<file path="src/design/mm_trigger_macros.svh">
`ifndef MM_TRIGGER_MACROS_SVH
`define MM_TRIGGER_MACROS_SVH

// ADC sample resolution
`define ADC_BITS 12
// words per stream beat and their container width
`define SAMPLES_PER_BEAT 16
`define WORD_BITS 16
// samples per aligned detection window
`define HIT_WINDOW 8
// beats kept after the last hit
`define POST_LEN 38
`define TS_BITS 48
`define PRE_LEN_BITS 5
// data path latency in beats
`define ALIGN_DELAY 3

`endif

</file>
<file path="src/design/adc_sample_pkg.sv">
`default_nettype none

`include "mm_trigger_macros.svh"

package adc_sample_pkg;

  // raw sample, also used for the baseline
  typedef logic signed [`ADC_BITS-1:0] adc_sample_t;

  // baseline-corrected value, one bit wider
  typedef logic signed [`ADC_BITS:0] adc_delta_t;

  // sign-extended word as it leaves the data path
  typedef logic [`WORD_BITS-1:0] sample_word_t;

  // full stream beat
  typedef logic [`SAMPLES_PER_BEAT*`WORD_BITS-1:0] beat_t;

endpackage

`default_nettype wire

</file>
<file path="src/design/trigger_pkg.sv">
`default_nettype none

`include "mm_trigger_macros.svh"

package trigger_pkg;

  typedef logic [`TS_BITS-1:0] timestamp_t;

  typedef logic [`PRE_LEN_BITS-1:0] pre_len_t;

  typedef logic [$clog2(`POST_LEN)-1:0] post_count_t;

  // beat, time, baseline at trigger, threshold
  typedef logic [`SAMPLES_PER_BEAT*`WORD_BITS+`TS_BITS+2*`ADC_BITS:0] record_t;

  typedef enum logic [1:0] {
    FILLING,
    ARMED,
    TRIGGERED
  } trig_state_e;

endpackage

`default_nettype wire

</file>
<file path="src/design/acquisition_controller.sv">
`timescale 1ns/100ps
`default_nettype none

`include "mm_trigger_macros.svh"

module acquisition_controller import adc_sample_pkg::*, trigger_pkg::*; (
  input  wire              CLK,
  input  wire              RESET,
  input  wire              tvalid,
  input  wire              ready,
  input  wire pre_len_t    pre_len,
  input  wire adc_delta_t  threshold,
  input  wire adc_sample_t baseline,
  input  wire timestamp_t  current_time,
  input  wire              hit_echo,
  input  wire beat_t       aligned_beat,
  input  wire timestamp_t  aligned_time,
  input  wire              aligned_valid,
  output logic             armed,
  output adc_sample_t      cfg_baseline,
  output adc_delta_t       cfg_threshold,
  output logic             triggered,
  output timestamp_t       trigger_time,
  output record_t          dout,
  output logic             dout_valid
);

  pre_len_t    cfg_pre_len;
  pre_len_t    pre_last;
  pre_len_t    pre_count;
  logic        pre_done;
  logic        armed_d;
  logic        armed_q;
  logic        go;
  trig_state_e state;
  trig_state_e state_next;
  logic        trig_rise;
  post_count_t post_count;
  logic        post_done;
  adc_sample_t trig_baseline;

  // configuration follows the inputs while RESET is high
  always_ff @(posedge CLK) begin
    if (RESET) begin
      cfg_pre_len   <= pre_len;
      cfg_baseline  <= baseline;
      cfg_threshold <= threshold;
      trig_baseline <= baseline;
    end else if (trig_rise) begin
      trig_baseline <= cfg_baseline;
    end
  end

  // pre-fill: consecutive valid beats, any gap restarts it
  assign pre_last = cfg_pre_len - pre_len_t'(1);
  assign pre_done = (pre_count == pre_last);

  always_ff @(posedge CLK) begin
    if (RESET || !tvalid) begin
      pre_count <= '0;
    end else if (!pre_done) begin
      pre_count <= pre_count + pre_len_t'(1);
    end
  end

  assign armed_d = tvalid & ready & pre_done;

  always_ff @(posedge CLK) begin
    if (RESET) begin
      armed_q <= 1'b0;
    end else begin
      armed_q <= armed_d;
    end
  end

  assign armed = armed_q;

  // trigger logic runs only while armed now and at the next edge
  assign go = armed_q & armed_d;
  assign post_done = (post_count == post_count_t'(`POST_LEN - 1));

  always_comb begin
    state_next = state;
    if (!go) begin
      state_next = FILLING;
    end else if (hit_echo) begin
      state_next = TRIGGERED;
    end else begin
      case (state)
        FILLING: begin
          state_next = ARMED;
        end
        ARMED: begin
          state_next = ARMED;
        end
        TRIGGERED: begin
          if (post_done) begin
            state_next = ARMED;
          end
        end
        default: begin
          state_next = FILLING;
        end
      endcase
    end
  end

  always_ff @(posedge CLK) begin
    if (RESET) begin
      state <= FILLING;
    end else begin
      state <= state_next;
    end
  end

  assign triggered = (state == TRIGGERED);
  assign trig_rise = (state_next == TRIGGERED) && (state != TRIGGERED);

  // post counter restarts on every echo cycle
  always_ff @(posedge CLK) begin
    if (RESET || !go || hit_echo) begin
      post_count <= '0;
    end else if (state == TRIGGERED && !post_done) begin
      post_count <= post_count + post_count_t'(1);
    end else begin
      post_count <= '0;
    end
  end

  // time stamp points back to the start of the pre-fill
  always_ff @(posedge CLK) begin
    if (RESET) begin
      trigger_time <= '0;
    end else if (trig_rise) begin
      trigger_time <= current_time - cfg_pre_len;
    end
  end

  // record goes out with the aligned data, no extra stage
  assign dout       = {aligned_beat, aligned_time, trig_baseline, cfg_threshold};
  assign dout_valid = aligned_valid;

  a_trig_needs_armed : assert property (
    @(posedge CLK) disable iff (RESET)
    triggered |-> armed_q
  );

endmodule

`default_nettype wire

</file>
<file path="src/design/hit_detector.sv">
`timescale 1ns/100ps
`default_nettype none

`include "mm_trigger_macros.svh"

module hit_detector import adc_sample_pkg::*; (
  input  wire              CLK,
  input  wire              RESET,
  input  wire beat_t       tdata,
  input  wire              tvalid,
  input  wire              armed,
  input  wire adc_sample_t cfg_baseline,
  input  wire adc_delta_t  cfg_threshold,
  output logic             hit_echo
);

  localparam int NUM_WINDOWS = `SAMPLES_PER_BEAT / `HIT_WINDOW;

  logic [`SAMPLES_PER_BEAT-1:0] compare_d;
  logic [`SAMPLES_PER_BEAT-1:0] compare_q;
  logic [NUM_WINDOWS-1:0]       window_hit;
  logic                         hit;
  logic                         hit_dly;

  // per sample: top-aligned 12 bits minus baseline, then threshold compare
  for (genvar i = 0; i < `SAMPLES_PER_BEAT; i++) begin : g_sample
    adc_sample_t sample;
    adc_delta_t  delta;

    assign sample = tdata[`WORD_BITS*(i+1)-1 -: `ADC_BITS];
    // signed, widened to 13 bits before the subtraction
    assign delta = sample - cfg_baseline;
    assign compare_d[i] = (delta >= cfg_threshold);
  end

  // every sample of an aligned window must reach the threshold
  for (genvar w = 0; w < NUM_WINDOWS; w++) begin : g_window
    assign window_hit[w] = &compare_q[`HIT_WINDOW*w +: `HIT_WINDOW];
  end

  // compare stage, empty for invalid beats
  always_ff @(posedge CLK) begin
    if (RESET || !tvalid || !armed) begin
      compare_q <= '0;
    end else begin
      compare_q <= compare_d;
    end
  end

  // hit stage plus one delayed copy for the stretch
  always_ff @(posedge CLK) begin
    if (RESET || !armed) begin
      hit     <= 1'b0;
      hit_dly <= 1'b0;
    end else begin
      hit     <= |window_hit;
      hit_dly <= hit;
    end
  end

  // two cycle wide echo
  assign hit_echo = hit | hit_dly;

  // a hit always traces back to a valid beat two cycles earlier
  a_hit_needs_valid : assert property (
    @(posedge CLK) disable iff (RESET)
    $rose(hit_echo) |-> $past(tvalid, 2)
  );

endmodule

`default_nettype wire

</file>
<file path="src/design/mm_trigger_top.sv">
`timescale 1ns/100ps
`default_nettype none

`include "mm_trigger_macros.svh"

module mm_trigger_top import adc_sample_pkg::*, trigger_pkg::*; (
  input  wire              CLK,
  input  wire              RESET,
  input  wire beat_t       tdata,
  input  wire              tvalid,
  input  wire              ready,
  input  wire pre_len_t    pre_len,
  input  wire adc_delta_t  threshold,
  input  wire adc_sample_t baseline,
  input  wire timestamp_t  current_time,
  output logic             triggered,
  output timestamp_t       trigger_time,
  output record_t          dout,
  output logic             dout_valid
);

  adc_sample_t cfg_baseline;
  adc_delta_t  cfg_threshold;
  logic        armed;
  logic        hit_echo;
  beat_t       aligned_beat;
  timestamp_t  aligned_time;
  logic        aligned_valid;

  hit_detector u_hit_detector (
    .CLK           (CLK),
    .RESET         (RESET),
    .tdata         (tdata),
    .tvalid        (tvalid),
    .armed         (armed),
    .cfg_baseline  (cfg_baseline),
    .cfg_threshold (cfg_threshold),
    .hit_echo      (hit_echo)
  );

  sample_delay_line u_sample_delay_line (
    .CLK           (CLK),
    .RESET         (RESET),
    .tdata         (tdata),
    .tvalid        (tvalid),
    .current_time  (current_time),
    .aligned_beat  (aligned_beat),
    .aligned_time  (aligned_time),
    .aligned_valid (aligned_valid)
  );

  // combines the hit decision with the realigned data
  acquisition_controller u_acquisition_controller (
    .CLK           (CLK),
    .RESET         (RESET),
    .tvalid        (tvalid),
    .ready         (ready),
    .pre_len       (pre_len),
    .threshold     (threshold),
    .baseline      (baseline),
    .current_time  (current_time),
    .hit_echo      (hit_echo),
    .aligned_beat  (aligned_beat),
    .aligned_time  (aligned_time),
    .aligned_valid (aligned_valid),
    .armed         (armed),
    .cfg_baseline  (cfg_baseline),
    .cfg_threshold (cfg_threshold),
    .triggered     (triggered),
    .trigger_time  (trigger_time),
    .dout          (dout),
    .dout_valid    (dout_valid)
  );

  // output strobe is never stalled by ready
  a_dout_latency : assert property (
    @(posedge CLK) disable iff (RESET)
    (!$past(RESET, 1) && !$past(RESET, 2) && !$past(RESET, `ALIGN_DELAY))
      |-> (dout_valid == $past(tvalid, `ALIGN_DELAY))
  );

endmodule

`default_nettype wire

</file>
<file path="src/design/sample_delay_line.sv">
`timescale 1ns/100ps
`default_nettype none

`include "mm_trigger_macros.svh"

module sample_delay_line import adc_sample_pkg::*, trigger_pkg::*; (
  input  wire             CLK,
  input  wire             RESET,
  input  wire beat_t      tdata,
  input  wire             tvalid,
  input  wire timestamp_t current_time,
  output beat_t           aligned_beat,
  output timestamp_t      aligned_time,
  output logic            aligned_valid
);

  beat_t      beat_s1;
  beat_t      beat_s2;
  beat_t      beat_s3;
  beat_t      beat_ext;
  timestamp_t time_s1;
  timestamp_t time_s2;
  timestamp_t time_s3;
  logic       valid_s1;
  logic       valid_s2;
  logic       valid_s3;

  // each word becomes the sign extension of its 12-bit sample
  for (genvar i = 0; i < `SAMPLES_PER_BEAT; i++) begin : g_extend
    adc_sample_t  sample;
    sample_word_t word_ext;

    assign sample = beat_s1[`WORD_BITS*(i+1)-1 -: `ADC_BITS];
    assign word_ext = {{(`WORD_BITS-`ADC_BITS){sample[`ADC_BITS-1]}}, sample};
    assign beat_ext[`WORD_BITS*i +: `WORD_BITS] = word_ext;
  end

  always_ff @(posedge CLK) begin
    if (RESET) begin
      valid_s1 <= 1'b0;
      valid_s2 <= 1'b0;
      valid_s3 <= 1'b0;
      beat_s1  <= '1;
      beat_s2  <= '1;
      beat_s3  <= '1;
    end else begin
      valid_s1 <= tvalid;
      valid_s2 <= valid_s1;
      valid_s3 <= valid_s2;
      beat_s1  <= tdata;
      beat_s2  <= beat_ext;
      beat_s3  <= beat_s2;
    end
  end

  // time stamps ride along
  always_ff @(posedge CLK) begin
    time_s1 <= current_time;
    time_s2 <= time_s1;
    time_s3 <= time_s2;
  end

  assign aligned_beat  = beat_s3;
  assign aligned_time  = time_s3;
  assign aligned_valid = valid_s3;

  a_valid_latency : assert property (
    @(posedge CLK) disable iff (RESET)
    (!$past(RESET, 1) && !$past(RESET, 2) && !$past(RESET, 3))
      |-> (aligned_valid == $past(tvalid, 3))
  );

endmodule

`default_nettype wire

</file>
<file path="config.mk">
export PLATFORM = sky130hd
export DESIGN_NAME = mm_trigger_top
export DESIGN_NICKNAME = d
export VERILOG_FILES = /design/src/design/adc_sample_pkg.sv /design/src/design/trigger_pkg.sv /design/src/design/acquisition_controller.sv /design/src/design/hit_detector.sv /design/src/design/mm_trigger_top.sv /design/src/design/sample_delay_line.sv
export VERILOG_INCLUDE_DIRS = /design/src /design/src/design
export SDC_FILE = /design/constraint.sdc
export NUM_CORES = 1
export LEC_CHECK = 0
export ABC_AREA = 0
export BUFFER_PORTS_ARGS = -buffer_cell sky130_fd_sc_hd__buf_2
export CAP_MARGIN = 20
export CORE_MARGIN = 2
export CORE_UTILIZATION = 45
export CTS_CLUSTER_DIAMETER = 60
export DETAILED_ROUTE_END_ITERATION = 12
export PLACE_DENSITY = 0.67
export SKIP_LAST_GASP = 1
export SYNTH_ARGS = -nofsm -noshare
export SYNTH_HDL_FRONTEND = slang
export SYNTH_SLANG_ARGS = --single-unit
</file>
<file path="constraint.sdc">
create_clock -name CLK -period 4.7 [get_ports CLK]
set_clock_uncertainty 0.15 [all_clocks]
set_input_delay 0 -clock CLK [delete_from_list [all_inputs] [get_ports CLK]]
set_output_delay 0 -clock CLK [all_outputs]
set_load 0.01 [all_outputs]
</file>
==> results of run 1 <==
-- sequential cells by signal, summed over array words and instances, names as in the netlist, 6 cells and up --
name	cells
u_sample_delay_line.aligned_beat	192
u_sample_delay_line.beat_s1	192
u_sample_delay_line.beat_s2	192
u_acquisition_controller.trigger_time	48
u_sample_delay_line.aligned_time	48
u_sample_delay_line.time_s1	48
u_sample_delay_line.time_s2	48
u_hit_detector.compare_q	16
u_acquisition_controller.cfg_threshold	13
u_acquisition_controller.cfg_baseline	12
u_acquisition_controller.trig_baseline	12
u_acquisition_controller.post_count	6
-- cell families after synthesis --
| group | Yosys count |
|---|---|
| DFF | 845 |
| buffers and inverters | 258 |
| and+or+nand+nor | 1264 |
| AOI/OAI and AO/OA | 592 |
| adders and majority gates | 426 |
| xor gates and xnor gates | 162 |
| muxes | 8 |
-- cell type report --
type	instances	area (µm²)
fill	6327	31300
multi-input combinational	2452	18100
clock inverter	39	478
timing repair buffer	1212	8860
tap	1060	1330
inverter	106	398
sequential	845	17300
clock buffer	132	2690
antenna	6	15.0
-- layer usage --
| layer | routed length (µm) | vias up | part of all wire | GRT usage |
|---|---|---|---|---|
| met5 | 10 | - | 0.000089 | 0 |
| met4 | 3900 | 2 | 0.035 | 0.0973 |
| met3 | 6370 | 265 | 0.057 | 0.0440 |
| met2 | 53600 | 978 | 0.48 | 0.443 |
| met1 | 48400 | 13970 | 0.43 | 0.332 |
| li1 | - | 14672 | - | - |
-- worst max-delay path, cell delays in order (launching register included) --
cell	delay (ns)
edfxtp_1	0.37
inv_2	0.39
buf_4	0.36
buf_4	0.22
fa_1	0.22
a21oi_1	0.08
nor2b_1	0.17
o21a_1	0.19
o221ai_1	0.21
o21ai_0	0.28
a211oi_1	0.08
ha_1	0.20
or3_1	0.31
a2111oi_0	0.39
o211ai_1	0.15
o21a_1	0.20
-- where the power goes --
| group | switching (µW) | leakage, µW | internal, µW | total, µW |
|---|---|---|---|---|
| Sequential | 81.4 | 0.00706 | 7520 | 7600 |
| Clock | 3100 | 0.00155 | 4280 | 7380 |
| Combinational | 2030 | 0.0122 | 1790 | 3820 |
| Total | 5210 | 0.0208 | 13600 | 18800 |
-- Yosys cell counts (9+ instances only) --
| cell type | n |
|---|---|
| and3_1 | 11 |
| clkbuf_1 | 83 |
| buf_4 | 64 |
| o31a_1 | 14 |
| a21oi_1 | 117 |
| nand3_1 | 59 |
| fa_1 | 17 |
| o21ai_0 | 130 |
| or4_1 | 22 |
| xnor2_1 | 118 |
| nand2_1 | 93 |
| o21a_1 | 64 |
| nor2b_1 | 82 |
| dfxtp_1 | 803 |
| a211oi_1 | 80 |
| xor2_1 | 44 |
| a41o_1 | 9 |
| edfxtp_1 | 42 |
| nor4_1 | 34 |
| a21o_1 | 37 |
| or2_2 | 582 |
| nor3_1 | 74 |
| o2111ai_1 | 9 |
| o21bai_1 | 9 |
| inv_1 | 106 |
| ha_1 | 409 |
| a2111o_1 | 9 |
| o31ai_1 | 17 |
| nor2_1 | 192 |
| a2111oi_0 | 15 |
| or3_1 | 26 |
| a211o_1 | 18 |
| nand2b_1 | 36 |
| nand4_1 | 20 |
| o211ai_1 | 13 |
-- how the worst max path moves through the flow --
stage / startpoint / end / slack [ns] / cells past startpoint
3_5_place_dp: u_acquisition_controller.cfg_baseline[1] / u_hit_detector.compare_q[4] / 0.62 / 15
5_1_grt: u_acquisition_controller.cfg_baseline[1] / u_hit_detector.compare_q[9] / 0.24 / 14
6_report: u_acquisition_controller.cfg_baseline[1] / u_hit_detector.compare_q[4] / 0.62 / 15
3_3_place_gp: u_acquisition_controller.cfg_baseline[1] / u_hit_detector.compare_q[9] / 0.65 / 14
2_1_floorplan: u_acquisition_controller.cfg_baseline[1] / u_hit_detector.compare_q[0] / 0.45 / 12
4_1_cts: u_acquisition_controller.cfg_baseline[1] / u_hit_detector.compare_q[4] / 0.61 / 15
-- metrics by stage --
stage,hold slack (ns),total power [µW],instance area [µm²]
after floorplan,-0.122,10100,36600
after global placement,-0.0267,11100,40700
after detailed placement,-0.0273,11100,40700
after CTS,0.00227,18800,49200
after global routing,0.0213,19700,49200
final,0.0275,18800,49200
==> reports/results.txt, run 1 <==
For this run, the top clock speed supported by timing is 245 MHz. The library cell used as clock root buffer was clkbuf_16. The number of buffers inserted for hold repair after clock tree synthesis is 528. Mean number of vias per cell: 5.11.

Setup slack on the worst reg-to-reg path comes out at 0.62 ns. At the end of the flow, the number of nets in the layout was 5473. The floorplan has 104 rows.

The critical path is of the register to register type. The path with the worst hold slack has its endpoint at u_sample_delay_line.beat_s1[44]. In the final timing run, aggregate negative setup slack is 0 ns. The area fraction in compound gates after synthesis came out at 0.109. After the flow finishes, the layout carries non-filler instances totaling 5852. The number of distinct library cells after synthesis was 67.

The number of global-route vias before repair came out at 29481. The starting density of the core is 0.455, and the post-place setup slack is 0.616 ns. The hold violation total from the final report is 0, and the post-route minimum period is 4.08 ns.

Worst min-delay path class: input pin to register. The run gives 0.473 as the share of synthesized area occupied by flip-flops and latches. In this run the critical register-to-register path is captured at u_hit_detector.compare_q[4]. The wire length per cell after detailed routing is 19.2 µm. The later pin in the worst-skew pair is clocked with a latency of 0.65 ns.

Along the worst hold path, the cell count comes to 3. The library cells used most frequently in the layout, excluding fill and tap cells, are dfxtp_1 (803), buf_2 (651), or2_2 (582). The power density over cell area works out to 382 mW/mm². The detailed router placed 29887 vias in this run. The largest family of logic cells by synthesized area is simple AND/OR/NAND/NOR gates.

The synthesized netlist occupies a cell area of 0.0366 mm². The die is 289 µm wide. The core region is 0.0805 mm².

The CTS H-tree depth was 3. The tools report the arrival time of the worst setup path as 4.48 ns. Once placement completed, the tool counted placed cells totaling 5144.

TritonCTS built the clock tree. In the synthesized netlist, the number of instances is 3555. The startpoint identified for the worst register-to-register timing path is u_acquisition_controller.cfg_baseline[1]. The logs give 237 for the pin count of the biggest net entering global routing and 0 for the remaining global-route overflow.

Across all setup checks in the final design, the least slack found is 0.615 ns. The logs give 0 for the max-slew violation count and 1776 for the violation count after the first detailed-route iteration. The transition time of the tightest slew-check pin was 0.975 ns; the adder and majority cell fraction of the synthesized area was 0.149. Most used flip-flop cell after synthesis: dfxtp_1. The total number of clock tree sinks is 845, and the initial antenna violation count is 8.

The basic-gate share of the synthesized area counting and, or, nand and nor cells was 0.195. Leaving out fill and tap cells, the most frequent cell in the layout is dfxtp_1. The share of async-settable or async-resettable flops after synthesis was 0; the number of enable-type register cells in the synthesized netlist was 42. The number of port buffers is 652, and the largest fanout on the critical path is 11. The remaining number of nets flagged by the antenna check after routing was 0; the remaining max-slew budget at the tightest pin was 0.350. Leading area contributor after synthesis: dfxtp_1.

The clock passes through at most 3 buffers. Across the VDD grid, the largest voltage drop is 0.000369 V. The final worst-path cycle share is 0.869. The startpoint identified for the worst hold timing path is tdata[44]. After synthesis, the cell types taking the most area are dfxtp_1 (44%), ha_1 (14%), or2_2 (9.9%), edfxtp_1 (3.4%), xnor2_1 (2.8%). The detailed placement HPWL was 73000 µm.

Setup violations remaining at the end of the flow were counted as 0. For the number of DRC violations after detailed routing, the log shows 0. Before antenna repair, the detailed router went through 5 iterations. STA classifies the critical path endpoint as a register.

The number of gates resized after cts is 0. The synthesized-area fraction occupied by xor and xnor cells was 0.0387. Max-cap violations in this run came to 0. The synthesized design contains 845 register bits. For the aggregate global-route resource usage, the log shows 0.261.

Dividing the synthesized area by the synthesized cell count gives 10.3 µm². The total setup buffers inserted after CTS was 0. For this block, the routed nets add up to 112000 µm of wire. The proportion of layout cells with a drive suffix above 1 is 0.302, and the end-of-flow core utilization is 0.611. The post-CTS clock slew at the launch and capture registers of the worst setup and hold paths is 0.06 ns. The top-level port count was 717. The tools report the kind of start point of the critical path as a register. Setup repair after global routing left no endpoint under its margin. The synthesis-to-finish area growth was 34.3%; the die area was 0.0837 mm². The number of nets in the synthesized netlist is 4319. The mux contribution to synthesized area is 0.00222. Static leakage: 0.0208 µW.

Routability-driven placement finished with a final weighted congestion of 0.870. From bottom edge to top edge, the die measures 289 µm. The number of cells on the worst reg-to-reg path is 15. The run finished with clean final reports. Yosys printed 0 warnings. Data required time of the worst path: 5.09 ns. The global-route wire length before repair is 167000 µm, and the total clock buffers created by CTS is 92.

The top cell type's share of synthesized area was 0.439.
Note: power is estimated with default switching activity, not from simulation.
==> run 2: changes to the inputs <==
--- a/constraint.sdc
+++ b/constraint.sdc
@@ -3,3 +3,3 @@
 set_input_delay 0 -clock CLK [delete_from_list [all_inputs] [get_ports CLK]]
 set_output_delay 0 -clock CLK [all_outputs]
-set_load 0.01 [all_outputs]
+set_load 0.1 [all_outputs]
==> run 2 against run 1 <==
Effect of this change:
- wire length is 1.4% lower
- sequential power barely moved
- global-route usage is 0.57 points lower
- count of clock-buffer cells in the layout shrank 7
- design area fell by 0.22%
- total power grew 3.0%
- cell count decreased by 0.26%
- via count is 1.2% lower
- critical path type unchanged
- highest routed layer is now met4
==> reports/results.txt, run 2 (synthesized netlist as in run 1, its figures left out) <==
The run finished with clean final reports. Detailed routing placed a total of 52800 µm of wire on met2. The run gives 28927 as the number of global-route vias before repair. The tools report the top-level port count as 717.

The total number of clock tree sinks is 845. The source of the worst hold timing path is tdata[165]. The detailed-route via count is 29529, and the largest fanout on the critical path is 15. The final worst-path cycle share is 0.890, and the transition time of the tightest slew-check pin is 1.02 ns. Buffers inserted during clock tree synthesis total 92. The remaining number of nets flagged by the antenna check after routing was 0.

For the weighted congestion at the end of routability-driven global placement, the log shows 0.859. Max-cap violations in this run came to 0. STA puts the critical path data arrival time at 4.51 ns. In this run the worst setup path begins at u_acquisition_controller.cfg_baseline[1]. The worst setup path is captured at a register.

After clock tree synthesis, the clock-pin slew on the worst setup and hold paths is 0.06 ns. The die is 289 µm tall. Global routing finished with a remaining overflow of 0.

Setup repair after global routing left no endpoint under its margin. The logs give 0.230 for the combinational group share of total power and 0 for the total setup buffers inserted after CTS. The logs give 3 for the clock tree buffer depth and 0.319 for the remaining max-slew budget at the tightest pin. The library cell used most frequently in the layout, excluding fill and tap cells, is dfxtp_1. The routed design has 111000 µm of wire. Fraction of power consumed by the clock network: 0.378. The tools report the library cell used as clock root buffer as clkbuf_16. Cell internal power was estimated by the tool at 13500 µW. The run gives 243 as the pin count of the biggest net entering global routing. In this run the top signal layer used is met4. The first detailed-routing pass ran for 5 iterations.

STA puts the critical path data required time at 5.02 ns. The switching part of the total is 0.301, and the starting density of the core is 0.455. The worst reg2reg path startpoint was u_acquisition_controller.cfg_baseline[1].

The number of port buffers works out to 652. After detailed routing, the wire length on met1 is 47700 µm. The synthesis-to-finish area growth was 34.0%; the die span in x was 289 µm. For the detailed placement HPWL, the log shows 71700 µm. Kind of start point of the critical path: a register. For the initial antenna violation count, the log shows 5. The floorplan step defined a die boundary enclosing 0.0837 mm². For this design the ratio of total power to cell area is 394 mW/mm². The max-slew violation count came out at 0. TritonCTS built the clock tree.

The sequential cell fraction of total power is 0.393. The proportion of layout cells with a drive suffix above 1 was 0.304. The worst hold path belongs to the class input pin to register. The hold violation total from the final report was 0; the mean number of vias per cell was 5.06.

The met3 wirelength from detailed routing was 5850 µm. Setup violations remaining at the end of the flow were counted as 0. The analysis attributes to cell leakage a power of 0.0208 µW. Subtracting the final worst setup slack from the clock period gives 4.18 ns. The net load switching power is 5830 µW.

In the routed design, unresolved DRC markers number 0. The tools report the total core area as 0.0805 mm². Dividing the detail-routed wire length by the instance count gives 19.0 µm.

In the layout the commonest cells are dfxtp_1 (803), buf_2 (651), or2_2 (582). The number of fill cells was 6352; the end-of-flow core utilization was 0.610. The critical path is of the register to register type. The floorplan has 104 rows. The tools report the total negative setup slack as 0 ns. The highest attainable clock frequency is 239 MHz. The logs give 0.0181 mm² for the area of the multi-input gates and 0.000301 V for the maximum vdd drop.

The CTS H-tree depth is 3, and the area of all sequential standard cells is 0.0173 mm². The aggregate global-route resource usage was 0.255; the total number of nets in the final design was 5460. The violation count after the first detailed-route iteration was 1693.

The global-route wire length before repair was 164000 µm. At the later pin of the worst-skew pair, clock insertion delay measures 0.65 ns.
## run 2: cell count changes in the layout (fill, tap and decap cells not counted), sizes merged
cell	delta
diode	-1
clkinvlp	-2
buf	-2
clkbuf	-7
clkinv	+10
dlygate4sd3	-11
inv	-1
bufinv	-1
## run 2: path summary, 6_finish.rpt
| check | endpoint | slack [ns] | cells past startpoint |
|---|---|---|---|
| setup / recovery | u_hit_detector.compare_q[9] | 0.52 | 14 |
| hold / removal | u_sample_delay_line.beat_s1[165] | 0.03 | 3 |
| setup reg to reg | u_hit_detector.compare_q[9] | 0.52 | 14 |
| hold reg to reg | u_sample_delay_line.time_s2[38] | 0.17 | 0 |
## run 2: layout make-up
cell class,count,area share
diodes,5,0.000255
clock buffers,125,0.0540
clock inverters,45,0.0106
inverters,106,0.00810
multi-input cells,2452,0.369
flip-flops and latches,845,0.353
well taps,1060,0.0270
repair buffers,1199,0.178
## run 2: critical path, cell delays in order, from the launching register on
cell,delay [ns]
edfxtp_1,0.37
inv_2,0.48
buf_4,0.36
ha_1,0.26
nor2b_1,0.14
o31a_1,0.26
o21ai_0,0.20
a21o_1,0.19
a211oi_1,0.10
o311ai_0,0.46
ha_1,0.33
a2111oi_0,0.42
o21ai_0,0.15
inv_1,0.08
a221oi_1,0.06
## run 2: layer usage
layer,vias up,GRT usage
met1,13743,0.324
li1,14638,-
met2,901,0.432
met4,0,0.103
met5,-,0
met3,247,0.0417
## run 2: through the flow
stage	total power (µW)	hold slack (ns)	area, µm²	cells	setup WS [ns]
5_1_grt	20300	0.0196	49100	5835	0.182
3_5_place_dp	11800	-0.0261	40700	5142	0.535
6_report	19400	0.0349	49100	5837	0.515
4_1_cts	19400	0.000286	49100	5830	0.534
2_1_floorplan	10800	-0.122	36600	3555	0.447
3_3_place_gp	11700	-0.0256	40700	5142	0.573
## run 2: timing repair
item / 4_1_cts / 5_1_grt
hold buffers: 518 / 2
endpoints found under the hold margin: 388 / 2
gates resized for setup: 0 / 0
## run 2: power groups by stage
| stage | Combinational, µW | Clock [µW] | Sequential [µW] |
|---|---|---|---|
| after floorplan | 2450 | 0 | 8330 |
| after global placement | 3960 | 0 | 7740 |
| after detailed placement | 4030 | 0 | 7750 |
| after CTS | 4400 | 7440 | 7590 |
| after global routing | 4900 | 7770 | 7620 |
| final | 4440 | 7310 | 7600 |
==> run 3: changes to the inputs <==
- CTS_BUF_LIST: not set -> sky130_fd_sc_hd__clkbuf_4
==> run 3 against run 2 <==
Effect of this change:
- design area rose by 3.9%
- sequential power about the same
- worst hold slack gained 0.075 ns
- critical path depth grew 1
- register-to-register slack worse by 0.11 ns
- non-clock buffer count up 229
- die area stayed put
- sequential share of layout area down 1.3 points
- cell count up 7.6%
- sequential cell count is the same
- critical path type unchanged
- critical endpoint is now u_hit_detector.compare_q[3]
- highest routed layer is now met5
==> reports/results.txt, run 3 (synthesized netlist as in run 1, its figures left out) <==
The run finished with clean final reports. The source of the worst hold timing path is tvalid. Buffers inserted during clock tree synthesis total 210. For the initial antenna violation count, the log shows 5. The highest-delay cell along the critical path is dlygate4sd3_1.

The kind of start point of the critical path is a register. In the final layout, flip-flops and latches occupy 0.0173 mm². The tool flagged a number of max-cap violations equal to 0. The worst reg2reg path startpoint was u_acquisition_controller.cfg_baseline[1]. The signal on the critical path passes through inv_2 -> buf_4 -> buf_4 -> fa_1 -> a21oi_1 -> o21ai_0 -> nor4_1 -> o31a_1 -> o21ai_0 -> o2bb2ai_1 -> ha_1 -> nand2b_1 -> nand3_1 -> dlygate4sd3_1 -> a21oi_1. For this design the top-level I/O count stands at 717. The aggregate global-route resource usage is 0.280. The kind of cell with the highest combined delay along the critical path is buffers and inverters.

For the pin with the worst max-slew slack, the measured transition is 1.03 ns. For this run the aggregate overflow at the end of global routing stands at 0. Using the TritonRoute via totals, the vias-per-cell ratio works out to 5.09. Data on the critical path is required at its endpoint by 5.62 ns. The worst register-to-register path has a depth of 15. In this run the vertical extent of the chip is 289 µm.

The number of cells on the critical path was 15. The number of fill cells is 6070. Highest attainable clock frequency: 233 MHz. The tools report the total number of clock tree sinks as 845. The total number of nets in the final design is 5807. The tools report the launching instance or port of the critical path as u_acquisition_controller.cfg_baseline[1]. The proportion of layout cells with a drive suffix above 1 was 0.313.

The tools report the combinational group share of total power as 0.250. STA classifies the critical path endpoint as a register. The largest fanout on the critical path came out at 15. The die span in x was 289 µm; the depth of the worst hold-timing path was 4. The clock passes through at most 3 buffers.

The kind of critical path is register to register. After clock tree synthesis, the clock-pin slew on the worst setup and hold paths is 0.07 ns. The library cell used most frequently in the layout, excluding fill and tap cells, is dfxtp_1. After detailed routing, the number of remaining DRC violations is 0. Port buffering added 652 buffers. Summed over all failing endpoints, the final setup total negative slack is 0 ns. The remaining max-slew budget at the tightest pin is 0.315, and the iteration count of the initial detailed-routing pass is 6.

At the end of routability-driven placement, the weighted congestion stood at 0.859. The hold violation total from the final report was 0; the maximum cell stage delay along the critical path was 0.58 ns. The clock reaches the later pin of the worst-skew pair after 1.13 ns. Cell internal power was estimated by the tool at 12700 µW.

The area of the multi-input gates came out at 0.0181 mm². The run gives 121000 µm as the post-detailed-routing wire length. The tightest min-delay check is of the input pin to register type. Entering global routing, the biggest net connects 243 pins. Setup repair after global routing left no endpoint under its margin. The run gives 71700 µm as the detailed placement HPWL. The tools report the net load switching power as 5880 µW. For the number of global-route vias before repair, the log shows 32229.

The total core area is 0.0805 mm², and the static leakage is 0.0217 µW. The run gives 0.0837 mm² as the die area. Compared with the post-synthesis result, the final layout area differs by 39.2%.

Setup violations remaining at the end of the flow were counted as 0. Final worst-path cycle share: 0.914. The wire length per cell after detailed routing came out at 19.2 µm. For the number of cells after detailed placement, the log shows 5142. The power density over cell area was 364 mW/mm²; the max-slew violation count was 0. After floorplanning, the core was divided into 104 placement rows. STA puts the critical path data arrival time at 5.21 ns. The first global-routing pass estimated 179000 µm of wire. Sequential cell fraction of total power: 0.409. For the fraction of power consumed by the clock network, the log shows 0.341.

The filler-free cell count of the finished design was 6282. In this run the clock root is driven by a clkbuf_4. The H-tree generated during clock tree synthesis spans 4 levels. Across all layers, the routed design uses 31978 vias. The switching part of the total is 0.317, and the maximum vdd drop is 0.000301 V. TritonCTS built the clock tree. The post-route minimum period is 4.29 ns. The run gives 0.455 as the starting density of the core. The detailed router finished its first iteration with 1825 violations.

The detail route stage leaves a number of antenna-violating nets equal to 0. The total setup buffers inserted after CTS is 0, and the worst path buffer plus inverter count is 4. The library cells used most frequently in the layout, excluding fill and tap cells, are dfxtp_1 (803), dlygate4sd3_1 (748), buf_2 (651).
==> run 3: cell count changes in the layout (fill, tap and decap cells not counted), moves of 2 or more <==
cell | before | now
diode_2 | 5 | 13
clkinv_2 | 15 | 13
dlygate4sd3_1 | 520 | 748
inv_8 | 6 | 1
clkbuf_16 | 95 | 0
inv_2 | 21 | 23
clkbuf_4 | 0 | 311
clkbuf_8 | 16 | 0
clkbuf_1 | 14 | 0
clkinv_8 | 10 | 0
clkinv_1 | 2 | 42
==> run 3: per-layer routing <==
layer  GRT usage  wire, µm
met4       0.144      5480
met1       0.335     49700
met3      0.0543      6980
met2       0.476     58300
met5           0        14
==> run 3: timing repair <==
item,CTS,global route
gates resized for setup,0,0
hold buffers,749,0
hold endpoints to repair,791,0
setup endpoints to repair,0,0
==> run 3: final timing paths <==
check	endpoint	slack (ns)
max	u_hit_detector.compare_q[3]	0.41
min	u_hit_detector.compare_q[2]	0.11
max reg2reg	u_hit_detector.compare_q[3]	0.41
min reg2reg	u_sample_delay_line.aligned_time[15]	0.16
==> run 3: area by class of cell <==
type                       count  area share
tap                         1060      0.0260
inverter                     106     0.00780
clock inverter                67     0.00812
antenna                       13    0.000638
multi-input combinational   2452       0.355
clock buffer                 311      0.0458
timing repair buffer        1428       0.217
sequential                   845       0.340
==> run 3: worst reg2reg max path, delay by kind of cell, from the launching register on <==
family,cells,cell delay [ns]
and+or+nand+nor,3,0.26
DFF,1,0.38
AOI/OAI and AO/OA,6,1.32
adders and majority gates,2,0.53
buffers and inverters,4,1.63
==> run 3: power groups by stage <==
stage                     sequential [µW]  combinational [µW]  clock, µW
after floorplan                      8330                2450          0
after global placement               7740                3960          0
after detailed placement             7750                4030          0
after CTS                            7590                4550       6390
after global routing                 7620                5090       6860
final                                7600                4640       6330
==> run 3: metrics by stage <==
stage	instance area, µm²	total power [µW]	setup WS [ns]	util	hold slack (ns)
final	51000	18600	0.405	0.633	0.110
after global routing	51000	19600	0.0851	0.633	0.0485
after CTS	51000	18500	0.392	0.633	0.0000560
after detailed placement	40700	11800	0.535	0.505	-0.0261
after global placement	40700	11700	0.573	0.505	-0.0256
after floorplan	36600	10800	0.447	-	-0.122
